$ cat src/rtl/img_pkg.sv
package img_pkg;

    localparam int IMG_W  = 8;              // pixels per row
    localparam int IMG_H  = 8;              // rows per frame
    localparam int PIX_W  = 8;
    localparam int NPIX   = IMG_W * IMG_H;

    // one spare bit so a count can reach NPIX itself
    localparam int ADDR_W = $clog2(NPIX + 1);
    localparam int RAM_AW = $clog2(NPIX);   // index bits of the pixel memory
    localparam int COL_W  = $clog2(IMG_W);
    localparam int ROW_W  = $clog2(IMG_H);

    typedef logic [PIX_W-1:0]  pixel_t;
    typedef logic [ADDR_W-1:0] pix_addr_t;
    typedef logic [COL_W-1:0]  col_t;
    typedef logic [ROW_W-1:0]  row_t;

endpackage
$ cat src/rtl/blur_pkg.sv
package blur_pkg;

    // kernel is the outer product of [1 2 1] with itself
    localparam int unsigned KW_SIDE = 1;
    localparam int unsigned KW_MID  = 2;

    localparam int KERNEL_SHIFT = 4;                // divide by the kernel sum of 16
    localparam int SUM_W        = img_pkg::PIX_W + 4;
    localparam int WIN_TAPS     = 9;

    typedef struct packed {
        img_pkg::pixel_t left;
        img_pkg::pixel_t center;
        img_pkg::pixel_t right;
    } win_row_t;

    typedef struct packed {
        win_row_t top;
        win_row_t mid;
        win_row_t bot;
    } window_t;

endpackage

$ cat src/rtl/fb_if.sv
`timescale 1ns/1ps

interface fb_if;
    import img_pkg::*;

    logic      wr_en;
    pix_addr_t wr_addr;
    pixel_t    wr_data;
    logic      rd_en;
    pix_addr_t rd_addr;
    pixel_t    rd_data;     // two cycles after rd_en

    modport writer (
        output wr_en, wr_addr, wr_data
    );

    modport reader (
        output rd_en, rd_addr,
        input  rd_data
    );

    modport memory (
        input  wr_en, wr_addr, wr_data,
        input  rd_en, rd_addr,
        output rd_data
    );

endinterface

$ cat src/rtl/blur_top.sv
`timescale 1ns/1ps

module blur_top (
    input  logic            clk_in,
    input  logic            rst_in,
    input  logic            in_req,
    input  img_pkg::pixel_t in_pixel,
    output logic            in_ack,
    output logic            out_req,
    input  logic            out_ack,
    output img_pkg::pixel_t out_pixel
);
    import img_pkg::*;
    import blur_pkg::*;

    fb_if src_fb ();    // host frame, loader to blur
    fb_if dst_fb ();    // blurred frame, blur to unloader

    logic    start;
    logic    blur_done;
    logic    frame_sent;
    logic    win_valid;
    logic    res_valid;
    window_t window;
    pixel_t  result;

    frame_buffer i_src_buf (
        .clk_in (clk_in),
        .rst_in (rst_in),
        .mem    (src_fb.memory)
    );

    frame_buffer i_dst_buf (
        .clk_in (clk_in),
        .rst_in (rst_in),
        .mem    (dst_fb.memory)
    );

    pixel_loader i_loader (
        .clk_in     (clk_in),
        .rst_in     (rst_in),
        .in_req     (in_req),
        .in_pixel   (in_pixel),
        .in_ack     (in_ack),
        .frame_sent (frame_sent),
        .start      (start),
        .wr         (src_fb.writer)
    );

    blur_img i_blur (
        .clk_in    (clk_in),
        .rst_in    (rst_in),
        .start     (start),
        .rd        (src_fb.reader),
        .wr        (dst_fb.writer),
        .win_valid (win_valid),
        .window    (window),
        .res_valid (res_valid),
        .result    (result),
        .blur_done (blur_done)
    );

    gaussian_3x3 i_kernel (
        .clk_in    (clk_in),
        .rst_in    (rst_in),
        .win_valid (win_valid),
        .window    (window),
        .res_valid (res_valid),
        .result    (result)
    );

    pixel_unloader i_unloader (
        .clk_in     (clk_in),
        .rst_in     (rst_in),
        .blur_done  (blur_done),
        .rd         (dst_fb.reader),
        .out_req    (out_req),
        .out_ack    (out_ack),
        .out_pixel  (out_pixel),
        .frame_sent (frame_sent)
    );

endmodule

$ cat src/rtl/pixel_unloader.sv
`timescale 1ns/1ps

module pixel_unloader (
    input  logic            clk_in,
    input  logic            rst_in,
    input  logic            blur_done,
    fb_if.reader            rd,
    output logic            out_req,
    input  logic            out_ack,
    output img_pkg::pixel_t out_pixel,
    output logic            frame_sent
);
    import img_pkg::*;

    typedef enum logic [2:0] {
        UL_IDLE,
        UL_READ,
        UL_WAIT,
        UL_DATA,
        UL_REQ,
        UL_ACK
    } unload_state_t;

    unload_state_t state;
    pix_addr_t     out_count;

    assign rd.rd_en   = (state == UL_READ);
    assign rd.rd_addr = out_count;

    always_ff @(posedge clk_in) begin
        if (rst_in) begin
            state      <= UL_IDLE;
            out_count  <= '0;
            out_req    <= 1'b0;
            frame_sent <= 1'b0;
        end else begin
            frame_sent <= 1'b0;
            case (state)
                UL_IDLE: begin
                    if (blur_done) begin
                        out_count <= '0;
                        state     <= UL_READ;
                    end
                end
                UL_READ: state <= UL_WAIT;
                UL_WAIT: state <= UL_DATA;      // rd_data lands next cycle
                UL_DATA: begin
                    out_req <= 1'b1;
                    state   <= UL_REQ;
                end
                UL_REQ: begin
                    if (out_ack) begin
                        out_req <= 1'b0;
                        state   <= UL_ACK;
                    end
                end
                UL_ACK: begin
                    // host must drop ack before the next pixel goes out
                    if (!out_ack) begin
                        if (out_count == pix_addr_t'(NPIX - 1)) begin
                            frame_sent <= 1'b1;
                            state      <= UL_IDLE;
                        end else begin
                            out_count <= out_count + pix_addr_t'(1);
                            state     <= UL_READ;
                        end
                    end
                end
                default: state <= UL_IDLE;
            endcase
        end
    end

    // held from capture until the next pixel, covers the whole req high time
    always_ff @(posedge clk_in) begin
        if (state == UL_DATA) begin
            out_pixel <= rd.rd_data;
        end
    end

endmodule

$ cat src/rtl/gaussian_3x3.sv
`timescale 1ns/1ps

module gaussian_3x3 (
    input  logic              clk_in,
    input  logic              rst_in,
    input  logic              win_valid,
    input  blur_pkg::window_t window,
    output logic              res_valid,
    output img_pkg::pixel_t   result
);
    import img_pkg::*;
    import blur_pkg::*;

    logic             sum_valid;
    logic [SUM_W-1:0] top_sum;
    logic [SUM_W-1:0] mid_sum;
    logic [SUM_W-1:0] bot_sum;
    logic [SUM_W-1:0] total;

    // one row of the kernel, scaled by the weight of that row
    function automatic logic [SUM_W-1:0] row_sum(win_row_t row, int unsigned row_wt);
        return SUM_W'(row_wt * (KW_SIDE * row.left + KW_MID * row.center
                                + KW_SIDE * row.right));
    endfunction

    assign total = top_sum + mid_sum + bot_sum;     // at most 16 * 255, fits SUM_W

    always_ff @(posedge clk_in) begin
        if (rst_in) begin
            sum_valid <= 1'b0;
            res_valid <= 1'b0;
        end else begin
            sum_valid <= win_valid;
            res_valid <= sum_valid;
        end
    end

    // stage one row sums, stage two total and normalise
    always_ff @(posedge clk_in) begin
        top_sum <= row_sum(window.top, KW_SIDE);
        mid_sum <= row_sum(window.mid, KW_MID);
        bot_sum <= row_sum(window.bot, KW_SIDE);
        result  <= pixel_t'(total >> KERNEL_SHIFT);    // truncating divide
    end

endmodule

$ cat src/rtl/blur_img.sv
`timescale 1ns/1ps

module blur_img (
    input  logic              clk_in,
    input  logic              rst_in,
    input  logic              start,
    fb_if.reader              rd,
    fb_if.writer              wr,
    output logic              win_valid,
    output blur_pkg::window_t window,
    input  logic              res_valid,
    input  img_pkg::pixel_t   result,
    output logic              blur_done
);
    import img_pkg::*;
    import blur_pkg::*;

    logic                  busy;
    logic [1:0]            phase;       // one read every 3 cycles
    logic [1:0]            kx;          // neighbour column, 0 is left
    logic [1:0]            ky;          // neighbour row, 0 is above
    logic [3:0]            kidx;
    col_t                  cx;
    row_t                  cy;
    logic                  issue;
    logic                  last_tap;
    logic                  last_center;
    logic [1:0]            rv_pipe;     // read valid, aligned to rd_data
    logic [3:0]            kidx_pipe [2];
    pixel_t [0:WIN_TAPS-1] win_flat;    // tap 0 is top left, the MSB of window
    pix_addr_t             addr_fifo [2];
    logic                  push_ptr;
    logic                  pop_ptr;
    pix_addr_t             head_addr;

    // step one position toward a neighbour, staying inside 0..lim-1
    function automatic int unsigned clamp_tap(int unsigned pos, logic [1:0] k,
                                              int unsigned lim);
        int unsigned n;
        n = pos;
        if (k == 2'd0 && pos != 0) begin
            n = pos - 1;
        end else if (k == 2'd2 && pos != lim - 1) begin
            n = pos + 1;
        end
        return n;
    endfunction

    function automatic pix_addr_t raster(int unsigned y, int unsigned x);
        return pix_addr_t'(y * IMG_W + x);
    endfunction

    assign kidx        = 4'(ky) * 4'd3 + 4'(kx);
    assign issue       = busy && (phase == 2'd0);
    assign last_tap    = (kidx == 4'(WIN_TAPS - 1));
    assign last_center = (cx == col_t'(IMG_W - 1)) && (cy == row_t'(IMG_H - 1));

    assign rd.rd_en   = issue;
    assign rd.rd_addr = raster(clamp_tap(32'(cy), ky, IMG_H), clamp_tap(32'(cx), kx, IMG_W));

    assign window = window_t'(win_flat);

    // results leave the kernel in window order, so the oldest address matches
    assign head_addr  = addr_fifo[pop_ptr];
    assign wr.wr_en   = res_valid;
    assign wr.wr_addr = head_addr;
    assign wr.wr_data = result;

    // center and tap sequencer
    always_ff @(posedge clk_in) begin
        if (rst_in) begin
            busy     <= 1'b0;
            phase    <= '0;
            kx       <= '0;
            ky       <= '0;
            cx       <= '0;
            cy       <= '0;
            push_ptr <= 1'b0;
        end else if (start) begin
            busy  <= 1'b1;
            phase <= '0;
            kx    <= '0;
            ky    <= '0;
            cx    <= '0;
            cy    <= '0;
        end else if (busy) begin
            phase <= (phase == 2'd2) ? 2'd0 : phase + 2'd1;
            if (issue) begin
                if (kx != 2'd2) begin
                    kx <= kx + 2'd1;
                end else begin
                    kx <= '0;
                    ky <= (ky == 2'd2) ? 2'd0 : ky + 2'd1;
                end
                if (last_tap) begin
                    push_ptr <= ~push_ptr;
                    if (last_center) begin
                        busy <= 1'b0;   // last window's reads are out, data still in flight
                    end else if (cx == col_t'(IMG_W - 1)) begin
                        cx <= '0;
                        cy <= cy + row_t'(1);
                    end else begin
                        cx <= cx + col_t'(1);
                    end
                end
            end
        end
    end

    // read return and result tracking
    always_ff @(posedge clk_in) begin
        if (rst_in) begin
            rv_pipe   <= '0;
            win_valid <= 1'b0;
            pop_ptr   <= 1'b0;
            blur_done <= 1'b0;
        end else begin
            rv_pipe   <= {rv_pipe[0], issue};
            win_valid <= rv_pipe[1] && (kidx_pipe[1] == 4'(WIN_TAPS - 1));
            if (res_valid) begin
                pop_ptr <= ~pop_ptr;
            end
            blur_done <= res_valid && (head_addr == pix_addr_t'(NPIX - 1));
        end
    end

    always_ff @(posedge clk_in) begin
        kidx_pipe[0] <= kidx;
        kidx_pipe[1] <= kidx_pipe[0];
        if (rv_pipe[1]) begin
            win_flat[kidx_pipe[1]] <= rd.rd_data;
        end
        if (issue && last_tap) begin
            addr_fifo[push_ptr] <= raster(32'(cy), 32'(cx));  // queued at the last read
        end
    end

endmodule

$ cat src/rtl/pixel_loader.sv
`timescale 1ns/1ps

module pixel_loader (
    input  logic            clk_in,
    input  logic            rst_in,
    input  logic            in_req,
    input  img_pkg::pixel_t in_pixel,
    output logic            in_ack,
    input  logic            frame_sent,
    output logic            start,
    fb_if.writer            wr
);
    import img_pkg::*;

    typedef enum logic [1:0] {
        LD_ACCEPT,
        LD_ACK,
        LD_WAIT
    } load_state_t;

    load_state_t state;
    pix_addr_t   wr_count;      // raster position of the next input pixel

    // the pixel lands in the buffer on the same edge that raises in_ack
    assign wr.wr_en   = (state == LD_ACCEPT) && in_req;
    assign wr.wr_addr = wr_count;
    assign wr.wr_data = in_pixel;

    always_ff @(posedge clk_in) begin
        if (rst_in) begin
            state    <= LD_ACCEPT;
            wr_count <= '0;
            in_ack   <= 1'b0;
            start    <= 1'b0;
        end else begin
            start <= 1'b0;
            case (state)
                LD_ACCEPT: begin
                    if (in_req) begin
                        in_ack <= 1'b1;
                        state  <= LD_ACK;
                    end
                end
                LD_ACK: begin
                    if (!in_req) begin
                        in_ack <= 1'b0;
                        if (wr_count == pix_addr_t'(NPIX - 1)) begin
                            state <= LD_WAIT;
                        end else begin
                            wr_count <= wr_count + pix_addr_t'(1);
                            state    <= LD_ACCEPT;
                        end
                    end
                end
                LD_WAIT: begin
                    // first cycle here still holds the last address, so start fires once
                    if (wr_count != '0) begin
                        start    <= 1'b1;
                        wr_count <= '0;
                    end else if (frame_sent) begin
                        state <= LD_ACCEPT;
                    end
                end
                default: state <= LD_ACCEPT;
            endcase
        end
    end

endmodule

$ cat src/rtl/frame_buffer.sv
`timescale 1ns/1ps

module frame_buffer (
    input  logic clk_in,
    input  logic rst_in,
    fb_if.memory mem
);
    import img_pkg::*;

    pixel_t            ram [NPIX];
    logic [RAM_AW-1:0] rd_addr_q;

    // write port and first read stage
    always_ff @(posedge clk_in) begin
        if (mem.wr_en) begin
            ram[mem.wr_addr[RAM_AW-1:0]] <= mem.wr_data;
        end
        if (mem.rd_en) begin
            rd_addr_q <= mem.rd_addr[RAM_AW-1:0];  // address held until the next read
        end
    end

    // output register, second cycle of latency
    always_ff @(posedge clk_in) begin
        if (rst_in) begin
            mem.rd_data <= '0;
        end else begin
            mem.rd_data <= ram[rd_addr_q];
        end
    end

endmodule

$ cat config.mk
export PLATFORM = sky130hd
export DESIGN_NAME = blur_top
export DESIGN_NICKNAME = d
export VERILOG_FILES = /design/src/rtl/img_pkg.sv /design/src/rtl/blur_pkg.sv /design/src/rtl/fb_if.sv /design/src/rtl/blur_top.sv /design/src/rtl/pixel_unloader.sv /design/src/rtl/gaussian_3x3.sv /design/src/rtl/blur_img.sv /design/src/rtl/pixel_loader.sv /design/src/rtl/frame_buffer.sv
export SDC_FILE = /design/constraint.sdc
export NUM_CORES = 1
export LEC_CHECK = 0
export ABC_AREA = 1
export BUFFER_PORTS_ARGS = -buffer_cell sky130_fd_sc_hd__buf_2
export CORE_MARGIN = 4
export CORE_UTILIZATION = 40
export CTS_BUF_LIST = sky130_fd_sc_hd__clkbuf_16
export DETAILED_ROUTE_END_ITERATION = 16
export GPL_ROUTABILITY_DRIVEN = 0
export PLACE_DENSITY = 0.64
export SLEW_MARGIN = 20
export SYNTH_ARGS = -nofsm -noshare
export SYNTH_HDL_FRONTEND = slang
export SYNTH_SLANG_ARGS = --single-unit
$ cat constraint.sdc
create_clock -name clk_in -period 3.4 [get_ports clk_in]
set_clock_uncertainty 0.05 [all_clocks]
set_input_delay 0.34 -clock clk_in [delete_from_list [all_inputs] [get_ports clk_in]]
set_output_delay 0.34 -clock clk_in [all_outputs]
set_load 0.05 [all_outputs]
# [Word level (Yosys, flattened, before mapping)]
# Memory sizes are Yosys's and may differ from the RTL's. A register that Yosys moved wholly into a read port is not among the register bits.
# Cells that the tools add are included.
[word_totals] ff_bits=179 ramBits=1046 out_inout_bits=10 mem_count=4
[op_classes] add_sub_neg=22 multipliers=1 order_cmp=2 n_eq_ne=30 muxes=50 bitwise_logic=8 reduce_logical=37
[memory_table] name="i_dst_buf.ram" depth=64 width=8 rd=1 rd_ports_with_merged_regs=1 wr=1 line="frame_buffer.sv:10" source="pixel_t ram [NPIX];"
[memory_table] name="i_src_buf.ram" depth=64 width=8 rd=1 rd_ports_with_merged_regs=1 wr=1 line="frame_buffer.sv:10"
[memory_table] name="i_blur.addr_fifo" depth=2 width=7 rd=1 rd_ports_with_merged_regs=1 wr=1 line="blur_img.sv:31" source="pix_addr_t addr_fifo [2];"
[memory_table] name="i_blur.kidx_pipe" depth=2 width=4 rd=2 rd_ports_with_merged_regs=0 wr=2 line="blur_img.sv:29" source="logic [3:0] kidx_pipe [2];"
[ops] cell="$bwmux W72" n=1
[ops] cell="$mux W7" n=6
[ops] cell="$demux W8 S4" n=1
[ops] cell="$add A8 B9 Y10" n=3
[ops] cell="$pmux W7 S2" n=2
[ops] cell="$add A12 B12 Y12" n=2
[ops] cell="$add A12 B8 Y12" n=2
[ops] cell="$eq A7 B6 Y1 const B" n=3
[ops] cell="$reduce_and A4 Y1" n=5
[ops] cell="$mux W1" n=19
[ops] cell="$mux W3" n=6
[ops] cell="$ne A2 B2 Y1 const B" n=9
[ops] cell="$pmux W3 S6" n=1
[ops] cell="$mux W2" n=8
[ops] cell="$add A7 B1 Y7 const B" n=2
[ops] cell="$eq A3 B3 Y1 const B" n=4
[ops] cell="$add A11 B8 Y11" n=1
[ops] cell="$logic_and A1 B1 Y1" n=11
[ops] cell="$add A3 B1 Y3 const B" n=3
[ops] cell="$reduce_and A3 Y1" n=3
[ops] cell="$eq A2 B2 Y1 const B" n=4
[ops] cell="$eq A4 B4 Y1 const B" n=2
[ops] cell="$logic_not A2 Y1" n=4
[ops] cell="$mux W8" n=1
[ops] cell="other kinds (29)" n=47

# [Logic depth before layout (Yosys ltp)]
# Gate-level depths: netlist of run 1.
[depth] ltp_word=7 depth_mapped=16 mapped_depth_nobuf=16

# [Cells and area by module]
# A second synthesis of run 1 with hierarchy kept.
[hier_totals] hier_cells=4511 area_unflattened_um2=51792.2
[modules_own_cells] mod="frame_buffer (i_dst_buf)" n_inst=1 cells_per_inst=1813 area_each_um2=21378.0
[modules_own_cells] mod="frame_buffer (i_src_buf)" n_inst=1 cells_per_inst=1812 area_each_um2=21373.0
[modules_own_cells] mod="blur_img" n_inst=1 cells_per_inst=347 area_each_um2=4424.2
[modules_own_cells] mod="gaussian_3x3" n_inst=1 cells_per_inst=303 area_each_um2=2859.0
[modules_own_cells] mod="pixel_unloader" n_inst=1 cells_per_inst=124 area_each_um2=991.0
[modules_own_cells] mod="pixel_loader" n_inst=1 cells_per_inst=112 area_each_um2=767.0

# [Worst setup path before layout of run 1]
# OpenSTA, ideal clock, no wires.
[synth_path] path_type="reg2reg" startpoint="register i_blur.win_flat (netlist bit i_blur.window[8])" endpoint="register i_kernel.bot_sum[8]" setup_time_ps=123 arrival_ps=2460 setup_slack_ps=767 path_stages_with_launch=14 n_path_buf=0 cell_sequence="edfxtp_1 > ha_1 > inv_1 > fa_1 > o21ai_0 > a21oi_1 > o21ai_0 > xor2_1 > inv_1 > ha_1 > a21oi_1 > o21ai_0 > a21oi_1 > xnor2_1"
[synth_between] elab_chain_cells=2
[synth_lines] element="start, declared" line="blur_img.sv:30" source="pixel_t [0:WIN_TAPS-1] win_flat;"
[synth_lines] element="start signal, assigned by index" line="blur_img.sv:131" source="win_flat[kidx_pipe[1]] <= rd.rd_data;"
[synth_lines] element="$add A8 B9 Y10" line="gaussian_3x3.sv:22" source="return SUM_W'(row_wt * (KW_SIDE * row.left + KW_MID * row.center"
[synth_lines] element="$add A12 B8 Y12" line="gaussian_3x3.sv:23" source="+ KW_SIDE * row.right));"
[synth_lines] element="end signal, assigned" line="gaussian_3x3.sv:42" source="bot_sum <= row_sum(window.bot, KW_SIDE);"
[synth_lines] element="end, declared" line="gaussian_3x3.sv:17" source="logic [SUM_W-1:0] bot_sum;"
# No other way between the ends.
# A chain may end at the register's enable or synchronous reset.

# [Final worst setup path of run 1]
[layout_path] startpoint="register i_blur.ky[0]" endpoint="memory i_blur.addr_fifo[0][1] (netlist name), enable pin"
[layout_between] elab_chain_cells=6
[layout_lines] element="start, declared" line="blur_img.sv:21" source="logic [1:0] ky;"
[layout_lines] element="start signal, assigned" line="blur_img.sv:93" source="ky <= (ky == 2'd2) ? 2'd0 : ky + 2'd1;"
[layout_lines] element="$mul A2 B2 Y4" line="blur_img.sv:53" source="assign kidx = 4'(ky) * 4'd3 + 4'(kx);"
[layout_lines] element="$add A4 B2 Y4" line="blur_img.sv:53"
[layout_lines] element="$eq A4 B4 Y1" line="blur_img.sv:55" source="assign last_tap = (kidx == 4'(WIN_TAPS - 1));"
[layout_lines] element="$logic_and A1 B1 Y1" line="blur_img.sv:133" source="if (issue && last_tap) begin"
[layout_lines] element="$mux W1" line="blur_img.sv:133"
[layout_lines] element="$mux W1 (not written as such)" line="blur_img.sv:134" source="addr_fifo[push_ptr] <= raster(32'(cy), 32'(cx));"
[layout_lines] element="end, declared" line="blur_img.sv:31"
# No other way between the ends.

==> results of run 1 <==
-- synthesized netlist by cell type, types with 19 or more instances --
cell type / n / area [sq um]
sky130_fd_sc_hd__ha_1: 71 / 888
sky130_fd_sc_hd__nand3_1: 901 / 4510
sky130_fd_sc_hd__fa_1: 19 / 380
sky130_fd_sc_hd__xor2_1: 32 / 280
sky130_fd_sc_hd__edfxtp_1: 1128 / 33900
sky130_fd_sc_hd__buf_1: 45 / 169
sky130_fd_sc_hd__inv_1: 125 / 469
sky130_fd_sc_hd__nand2_1: 1427 / 5360
sky130_fd_sc_hd__buf_6: 30 / 338
sky130_fd_sc_hd__nor2_1: 181 / 679
sky130_fd_sc_hd__a21oi_1: 84 / 420
sky130_fd_sc_hd__clkbuf_1: 41 / 154
sky130_fd_sc_hd__o21ai_0: 27 / 135
sky130_fd_sc_hd__buf_4: 31 / 233
sky130_fd_sc_hd__dfxtp_1: 110 / 2200
sky130_fd_sc_hd__buf_2: 75 / 375
sky130_fd_sc_hd__xnor2_1: 23 / 201
-- placed cells by master (no fill, tap or decap), types with 8 or more instances in the layout --
cell                           n
sky130_fd_sc_hd__inv_2         9
sky130_fd_sc_hd__clkinv_1     26
sky130_fd_sc_hd__nor4_1        8
sky130_fd_sc_hd__xor2_1       32
sky130_fd_sc_hd__dfxtp_1     102
sky130_fd_sc_hd__o21ai_0      27
sky130_fd_sc_hd__clkbuf_16   134
sky130_fd_sc_hd__buf_12       18
sky130_fd_sc_hd__xnor2_1      23
sky130_fd_sc_hd__nand2_1    1427
sky130_fd_sc_hd__nand4_1      17
sky130_fd_sc_hd__nor3_1       12
sky130_fd_sc_hd__buf_2        19
sky130_fd_sc_hd__nor2_1      181
sky130_fd_sc_hd__inv_1       165
sky130_fd_sc_hd__fa_1         19
sky130_fd_sc_hd__a21oi_1      84
sky130_fd_sc_hd__nand3_1     901
sky130_fd_sc_hd__ha_1         71
sky130_fd_sc_hd__clkinv_2     12
sky130_fd_sc_hd__edfxtp_1   1128
sky130_fd_sc_hd__buf_4       130
sky130_fd_sc_hd__dfxtp_2       8
-- metal layers --
layer  GRT usage  routed length, um  vias up
met4      0.0666               3720        2
met1       0.237              50700    15853
li1            -                  -    15742
met5           0                 13        -
met3      0.0281               7780      212
met2       0.280              56400     1043
-- logic make-up (layout without fill, tap and decap cells) --
group                    Yosys count  in the layout
buffers and inverters            360            542
AND/OR/NAND/NOR                 2570           2570
XOR/XNOR                          55             55
AO/OA/AOI/OAI                    151            151
flip-flops                      1238           1238
adder cells (fa/ha/maj)           90             90
-- path summary, 6_finish.rpt --
| path | from | end | slack [ns] | cells after the start |
|---|---|---|---|---|
| worst max register to register | i_blur.ky[0] | i_blur.addr_fifo[0][1] | 0.64 | 6 |
| worst min register to register | i_blur.kidx_pipe[0][1] | i_blur.kidx_pipe[0][5] | 0.28 | 0 |
| worst max-delay path | i_blur.ky[0] | i_blur.addr_fifo[0][1] | 0.64 | 6 |
| worst min-delay path | in_pixel[3] | i_src_buf.ram[22][3] | 0.08 | 1 |
-- state kept, by name, summed over array words and instances, names as in the netlist, 3 cells and up, named ones only --
register / cells
i_blur.addr_fifo: 12
i_dst_buf.ram: 512
i_blur.cx: 3
i_src_buf.ram: 512
i_kernel.result: 8
i_src_buf.rd_addr_q: 6
i_dst_buf.rd_addr_q: 6
i_unloader.rd.rd_addr: 7
i_unloader.state: 3
i_unloader.out_pixel: 8
i_kernel.mid_sum: 11
i_blur.window: 72
i_blur.kidx_pipe: 8
i_dst_buf.mem.rd_data: 8
i_kernel.bot_sum: 11
i_blur.cy: 3
i_loader.wr.wr_addr: 7
i_src_buf.mem.rd_data: 8
i_kernel.top_sum: 11
-- report_power, final --
group | leakage [uW] | switching, uW | internal [uW]
combinational | 0.00817 | 2470 | 970
sequential | 0.0111 | 112 | 16600
clock | 0.00213 | 5810 | 7500
total | 0.0214 | 8390 | 25000
-- metrics by stage --
stage	worst slack [ns]	power (uW)	hold slack (ns)	util	std cells
2_1_floorplan	0.767	19300	0.260	-	4464
5_1_grt	0.360	34700	0.0618	0.453	6308
3_5_place_dp	0.617	20400	0.266	0.421	6069
6_report	0.637	33400	0.0761	0.453	6308
4_1_cts	0.627	33700	0.0253	0.453	6308
3_3_place_gp	0.466	20400	0.261	0.421	6069
-- timing repair --
item / CTS / global route
hold buffers: 7 / 0
endpoints found under the hold margin: 50 / 0
resized for setup: 0 / 0
-- area by class of cell --
class	count	area, sq um	area share
clock buffer	134	3350	0.0580
clock inverter	98	684	0.0118
inverter	136	526	0.00909
multi-input combinational	2866	13600	0.235
sequential	1238	36100	0.624
tap	1662	2080	0.0360
timing repair buffer	174	1500	0.0260
==> reports/summary.log, run 1 <==
qor: routing.detail_route.iter0.violations 3198
qor: die.floorplan.initialDensity 0.403
qor: global_routing.vias_in_the_first_global_route 31535
qor: sta.fin_crit_sh 0.813
qor: clock_tree.clock_tree.root_cell sky130_fd_sc_hd__clkbuf_16
qor: routing.avgViaCountPerCell 5.21
qor: synthesis.synthCells 4464
qor: global_routing.largest_net_degree_at_the_start_of_global_routing 139
qor: setup_path.critical_path_class reg -> reg
qor: sta.rsz0062_at_grt false
qor: setup_path.path_buf_inv 1
qor: power_and_ir_drop.power.density_cell_area 578 nW/um^2
qor: clock_tree.clk_pin_slew 0.06 ns
qor: placement.place_hpwl 70.8 mm
qor: global_routing.grt_overflow 0
qor: setup_path.timing.critical_path.mode_cell sky130_fd_sc_hd__fa_1
qor: setup_path.timing.critical_path.cells fa_1 > ha_1 > inv_1 > fa_1 > nand4_1 > nor2_1
qor: synthesis.post_synth_xor_area_fraction 0.00936
qor: placement.placedInstanceArea 53700 sq um
qor: synthesis.netlist-cell-type-count 52
qor: synthesis.most_used_flip_flop_cell_after_synthesis sky130_fd_sc_hd__edfxtp_1
qor: global_routing.antenna_found_initial 1
qor: setup_path.start_kind flop
qor: outcome.run_status finished clean
qor: die.core 128000 sq um
qor: routing.routed_wirelength 119 mm
qor: sta.maxSlewViolCount 0
qor: setup_path.timing.critical_path.required 3.72 ns
qor: synthesis.synthSimpleGateAreaFrac 0.213
qor: setup_path.critical_path.slowest_cell sky130_fd_sc_hd__fa_1
qor: setup_path.critical_path.max_fanout 6
qor: synthesis.synth_cell_area 51500 sq um
qor: synthesis.postSynthAreaPerCell 11.5 sq um
qor: setup_path.crit_arrival 3.09 ns
qor: sta.tightestPinTransition 1.14 ns
qor: clock_tree.post_cts_buffers 0
qor: sta.timing.slew.headroom 0.240
qor: clock_tree.cts_sinks 1238
qor: synthesis.async_flop_share 0
qor: setup_path.critical_path.endpoint_type flop
qor: clock_tree.cts-htree-levels 4
qor: routing.routed_wire_length_per_instance 18.8 um
qor: global_routing.global_route_wire_length_before_repair 183 mm
qor: sta.final-hold-violation-count 0
qor: layout.post_synthesis_to_final_layout_area_growth 12.3%
qor: power_and_ir_drop.power.static_leakage 0.0214 uW
qor: sta.sum_of_negative_setup_slack 0 ns
qor: layout.finalNetCount 4648
qor: synthesis.muxShareOfSynthArea 0
qor: clock_tree.tritoncts.num_buffers 130
qor: routing.drc 0
qor: worst_hold_path.worst_hold_path_type in -> reg
qor: layout.n_antenna_cell 0
qor: die.floorplan.die.height 367 um
qor: sta.finalCriticalPeriod 2.76 ns
qor: synthesis.synth-compound-area-share 0.0166
qor: synthesis.synth-adder-area-share 0.0247
qor: synthesis.combinational_family_with_the_most_area_after_synthesis simple AND/OR/NAND/NOR gates
qor: power_and_ir_drop.max-vdd-ir-drop 0.501 mV
qor: setup_path.kind_of_cell_adding_the_most_delay_to_the_critical_path adder cells
qor: layout.drive_above_1_share 0.0811
qor: global_routing.grt_use_total 0.174
qor: placement.io_buffers 21
qor: die.die_width 367 um
qor: clock_tree.cts_tree built
qor: clock_tree.cts_buffer_depth 3
qor: layout.stdcell_area 57800 sq um
qor: routing.antenna_violating_nets_post_route 0
qor: synthesis.count_of_flip_flops_with_a_built_in_enable_after_synthesis 1128
qor: die.die_area 134000 sq um
qor: routing.detailroute.via_count 32852
qor: clock_tree.insertion_delay 0.75 ns
qor: die.num_io_pins 22
qor: synthesis.count_of_yosys_warnings_during_synthesis 0
qor: synthesis.synth.ff_latch_count 1238
qor: sta.fmaxAchievable 362 MHz
qor: layout.fillerInstances 11395
qor: sta.report.final.setup_viol 0
qor: routing.drt_first_pass_iters 5
qor: die.placement_rows 131
qor: synthesis.mapped_nets 4566
qor: synthesis.seq_area_frac_synth 0.701
qor: setup_path.slowest_delay 0.55 ns
qor: job.drv_cap 0
Power figures use the tool's default switching activity.
==> run 2: changes to the inputs <==
--- a/config.mk
+++ b/config.mk
@@ -5,14 +5,14 @@
 export SDC_FILE = /design/constraint.sdc
 export NUM_CORES = 1
 export LEC_CHECK = 0
-export ABC_AREA = 1
+export ABC_AREA = 0
 export BUFFER_PORTS_ARGS = -buffer_cell sky130_fd_sc_hd__buf_2
 export CORE_MARGIN = 4
 export CORE_UTILIZATION = 40
 export CTS_BUF_LIST = sky130_fd_sc_hd__clkbuf_16
 export DETAILED_ROUTE_END_ITERATION = 16
 export GPL_ROUTABILITY_DRIVEN = 0
-export PLACE_DENSITY = 0.64
+export PLACE_DENSITY = 0.66
 export SLEW_MARGIN = 20
 export SYNTH_ARGS = -nofsm -noshare
 export SYNTH_HDL_FRONTEND = slang
==> constraint.sdc (replaced) <==
create_clock -name clk_in -period 2.3 [get_ports clk_in]
set_clock_uncertainty 0.05 [all_clocks]
set_input_delay 0.23 -clock clk_in [delete_from_list [all_inputs] [get_ports clk_in]]
set_output_delay 0.23 -clock clk_in [all_outputs]
set_load 0.05 [all_outputs]
==> run 2 against run 1 <==
- the run now ends with negative setup slack left
- final cell count is 23% lower
- power grew 31%
- design area grew 4.8%
- setup slack worse by 1.2 ns
- clock power rose by 42%
- non-clock buffer count up 336
- synthesized cell count fell by 41%
- first-iteration DRC count down 18%
- die area shrank 4.3%
- count of clock-buffer cells in the layout shrank 14
- sequential share of layout area decreased by 2.8 points
- core utilization increased by 4.4 points
- critical endpoint is now i_kernel.top_sum[9]
- largest power group unchanged
- highest routed layer is now met4
==> reports/summary.log, run 2 <==
qor: sta.fmaxAchievable 354 MHz [was 362 MHz]
qor: die.die_width 359 um [was 367 um]
qor: routing.routed_wirelength 116 mm [was 119 mm]
qor: outcome.run_status finished with violations [was finished clean]
qor: global_routing.global_route_wire_length_before_repair 173 mm [was 183 mm]
qor: job.drv_cap 0 [unchanged]
qor: clock_tree.clock_tree.root_cell sky130_fd_sc_hd__clkbuf_16 [unchanged]
qor: routing.detail_route.iter0.violations 2624 [was 3198]
qor: synthesis.synth_common_cells 1128 x sky130_fd_sc_hd__edfxtp_1, 242 x sky130_fd_sc_hd__mux4_2, 233 x sky130_fd_sc_hd__nor2_1 [was 1427 x sky130_fd_sc_hd__nand2_1, 1128 x sky130_fd_sc_hd__edfxtp_1, 901 x sky130_fd_sc_hd__nand3_1]
qor: sta.maxSlewViolCount 0 [unchanged]
qor: synthesis.synth.ff_latch_count 1238 [unchanged]
qor: placement.io_buffers 21 [unchanged]
qor: die.die_area 129000 sq um [was 134000 sq um]
qor: sta.finalHoldWorstSlack 0.0971 ns [was 0.0761 ns]
qor: synthesis.most_used_flip_flop_cell_after_synthesis sky130_fd_sc_hd__edfxtp_1 [unchanged]
qor: power_and_ir_drop.power.static_leakage 0.0205 uW [was 0.0214 uW]
qor: outcome.failed_checks negative setup slack
qor: setup_path.timing.critical_path.required 2.87 ns [was 3.72 ns]
qor: layout.post_synthesis_to_final_layout_area_growth 23.1% [was 12.3%]
qor: die.num_io_pins 22 [unchanged]
qor: global_routing.antenna_found_initial 3 [was 1]
qor: die.floorplan.die.height 359 um [was 367 um]
qor: clock_tree.clk_pin_slew 0.06 ns [about the same]
qor: setup_path.critical_path.endpoint_type flop [unchanged]
qor: setup_path.start_kind flop [unchanged]
qor: synthesis.synth_cell_area 49200 sq um [was 51500 sq um]
qor: global_routing.grt_use_total 0.179 [was 0.174]
qor: worst_hold_path.worst_hold_path_type in -> reg [unchanged]
qor: synthesis.netlist-cell-type-count 75 [was 52]
qor: synthesis.postSynthAreaPerCell 18.7 sq um [was 11.5 sq um]
qor: placement.place_hpwl 74.7 mm [was 70.8 mm]
qor: layout.fillerInstances 9735 [was 11395]
qor: power_and_ir_drop.power.density_cell_area 720 nW/um^2 [was 578 nW/um^2]
qor: sta.sum_of_negative_setup_slack -10.52 ns [was 0 ns]
qor: synthesis.synth.most_common_cell sky130_fd_sc_hd__edfxtp_1 [was sky130_fd_sc_hd__nand2_1]
qor: clock_tree.cts_buffer_depth 3 [unchanged]
qor: layout.drive_above_1_share 0.368 [was 0.0811]
qor: setup_path.critical_path_class reg -> reg [unchanged]
qor: die.core 122000 sq um [was 128000 sq um]
qor: synthesis.synth_largest_type_area_fraction 0.688 [was 0.658]
qor: global_routing.vias_in_the_first_global_route 27565 [was 31535]
qor: sta.setup_ws -0.522 ns [was 0.637 ns]
qor: sta.tightestPinTransition 0.789 ns [was 1.14 ns]
qor: clock_tree.cts-htree-levels 3 [was 4]
qor: die.floorplan.initialDensity 0.403 [about the same]
qor: die.placement_rows 128 [was 131]
qor: synthesis.seq_area_frac_synth 0.733 [was 0.701]
qor: routing.drc 0 [unchanged]
qor: synthesis.async_flop_share 0 [unchanged]
qor: routing.drt_first_pass_iters 5 [unchanged]
qor: routing.detailroute.via_count 26694 [was 32852]
qor: sta.finalCriticalPeriod 2.82 ns [was 2.76 ns]
qor: routing.antenna_violating_nets_post_route 0 [unchanged]
qor: clock_tree.cts_tree built [unchanged]
qor: routing.avgViaCountPerCell 5.47 [was 5.21]
qor: global_routing.grt_overflow 0 [unchanged]
qor: layout.layout_commonest_cell sky130_fd_sc_hd__edfxtp_1 [was sky130_fd_sc_hd__nand2_1]
qor: synthesis.synthCells 2628 [was 4464]
qor: clock_tree.tritoncts.num_buffers 117 [was 130]
qor: sta.report.final.setup_viol 42 [was 0]
qor: synthesis.count_of_flip_flops_with_a_built_in_enable_after_synthesis 1128 [unchanged]
qor: clock_tree.cts_sinks 1238 [unchanged]
qor: synthesis.synthTopCellsByArea sky130_fd_sc_hd__edfxtp_1 69%, sky130_fd_sc_hd__mux4_2 11%, sky130_fd_sc_hd__dfxtp_1 4.5%, sky130_fd_sc_hd__ha_1 1.8%, sky130_fd_sc_hd__nor2_1 1.8% [was sky130_fd_sc_hd__edfxtp_1 66%, sky130_fd_sc_hd__nand2_1 10%, sky130_fd_sc_hd__nand3_1 8.8%, sky130_fd_sc_hd__dfxtp_1 4.3%, sky130_fd_sc_hd__ha_1 1.7%]
qor: sta.final-hold-violation-count 0 [unchanged]
qor: layout.most_used_cells_in_the_layout_excluding_fill_and_tap_cells 1128 x sky130_fd_sc_hd__edfxtp_1, 387 x sky130_fd_sc_hd__buf_4, 254 x sky130_fd_sc_hd__mux4_2, 221 x sky130_fd_sc_hd__nor2_1, 123 x sky130_fd_sc_hd__clkbuf_16 [was 1427 x sky130_fd_sc_hd__nand2_1, 1128 x sky130_fd_sc_hd__edfxtp_1, 901 x sky130_fd_sc_hd__nand3_1, 181 x sky130_fd_sc_hd__nor2_1, 165 x sky130_fd_sc_hd__inv_1]
qor: global_routing.largest_net_degree_at_the_start_of_global_routing 65 [was 139]
qor: routing.routed_wire_length_per_instance 23.9 um [was 18.8 um]
qor: layout.finalNetCount 3256 [was 4648]
qor: setup_path.critical_path.max_fanout 5 [was 6]
qor: power_and_ir_drop.max-vdd-ir-drop 0.698 mV [was 0.501 mV]
qor: setup_path.crit_arrival 3.39 ns [was 3.09 ns]
qor: synthesis.mapped_nets 2730 [was 4566]
qor: sta.rsz0062_at_grt true [was false]
qor: sta.fin_crit_sh 1.23 [was 0.813]
qor: clock_tree.insertion_delay 0.74 ns [was 0.75 ns]
qor: synthesis.synth_area_leader_cell sky130_fd_sc_hd__edfxtp_1 [unchanged]
qor: sta.timing.slew.headroom 0.474 [was 0.240]
qor: synthesis.count_of_yosys_warnings_during_synthesis 0 [unchanged]
==> run 2: cell count changes after synthesis, moves of 40 or more <==
| cell | before | now |
|---|---|---|
| sky130_fd_sc_hd__nor2b_1 | 0 | 40 |
| sky130_fd_sc_hd__buf_2 | 75 | 33 |
| sky130_fd_sc_hd__nand2_1 | 1427 | 80 |
| sky130_fd_sc_hd__nor2_1 | 181 | 233 |
| sky130_fd_sc_hd__inv_1 | 125 | 49 |
| sky130_fd_sc_hd__nand3_1 | 901 | 15 |
| sky130_fd_sc_hd__mux4_2 | 0 | 242 |
==> run 2: area by class of cell <==
cell class,count,area [sq um],share of cell area
clock inverter,101,805,0.0133
multi-input combinational,1237,13700,0.226
tap,1625,2030,0.0336
sequential,1238,36100,0.596
antenna,1,2.50,0.0000413
timing repair buffer,510,4730,0.0780
inverter,50,190,0.00314
clock buffer,120,3000,0.0496
==> run 2: path summary, 6_finish.rpt <==
kind                     startpoint                     end  slack, ns  cells past startpoint
min                          rst_in          i_blur.pop_ptr        0.1                      3
max               i_blur.window[56]     i_kernel.top_sum[9]      -0.52                     14
min reg2reg  i_blur.kidx_pipe[0][3]  i_blur.kidx_pipe[0][7]       0.25                      0
max reg2reg       i_blur.window[56]     i_kernel.top_sum[9]      -0.52                     14
==> run 2: logic make-up (layout without fill, tap and decap cells) <==
group	after synthesis	in the layout	synth area share
flip-flops	1238	1238	0.733
AND/OR/NAND/NOR	503	503	0.0477
multiplexers	299	299	0.128
AO/OA/AOI/OAI	289	289	0.0398
buffers and inverters	153	781	0.0159
adder cells (fa/ha/maj)	90	90	0.0258
XOR/XNOR	56	56	0.00997
other	0	1	0
==> run 2: worst max-delay path: stages, from the launching register on <==
cell	delay, ns
sky130_fd_sc_hd__edfxtp_1	0.33
sky130_fd_sc_hd__ha_2	0.18
sky130_fd_sc_hd__inv_2	0.04
sky130_fd_sc_hd__fa_2	0.33
sky130_fd_sc_hd__nor2b_1	0.12
sky130_fd_sc_hd__o21ai_1	0.09
sky130_fd_sc_hd__a21boi_1	0.19
sky130_fd_sc_hd__buf_4	0.17
sky130_fd_sc_hd__a21oi_4	0.04
sky130_fd_sc_hd__ha_4	0.24
sky130_fd_sc_hd__o21a_1	0.12
sky130_fd_sc_hd__o31a_1	0.14
sky130_fd_sc_hd__o41ai_2	0.44
sky130_fd_sc_hd__nand4b_1	0.17
sky130_fd_sc_hd__nand3_1	0.07
==> run 2: through the flow <==
step                      total power [uW]  setup slack [ns]   util  std cells  instance area, sq um
after detailed placement             25200            -0.555  0.446       4587                 54500
after global routing                 44900            -0.651  0.496       4881                 60600
after CTS                            43900            -0.516  0.489       4862                 59700
final                                43600            -0.522  0.496       4882                 60600
after global placement               25100            -0.435  0.446       4587                 54500
after floorplan                      24900            -0.269      -       2628                 49300
==> run 2: what timing repair did <==
item,CTS,global route
endpoints found under the hold margin,217,0
gates resized for setup,194,157
pin swaps,50,79
setup endpoints to repair,58,91
hold buffers,9,0
cloned,6,3
setup buffers,45,23
==> run 2: routing by layer <==
| metal | share of wire | global-route usage | vias up |
|---|---|---|---|
| li1 | - | - | 11610 |
| met2 | 0.50 | 0.301 | 926 |
| met1 | 0.40 | 0.240 | 13932 |
| met5 | 0 | 0 | - |
| met4 | 0.029 | 0.0505 | 0 |
| met3 | 0.065 | 0.0313 | 226 |
==> run 2: power breakdown <==
| group | internal, uW | switching, uW |
|---|---|---|
| Clock | 10500 | 8420 |
| Combinational | 81.6 | 241 |
| Sequential | 24400 | 22.6 |
| Total | 35000 | 8680 |
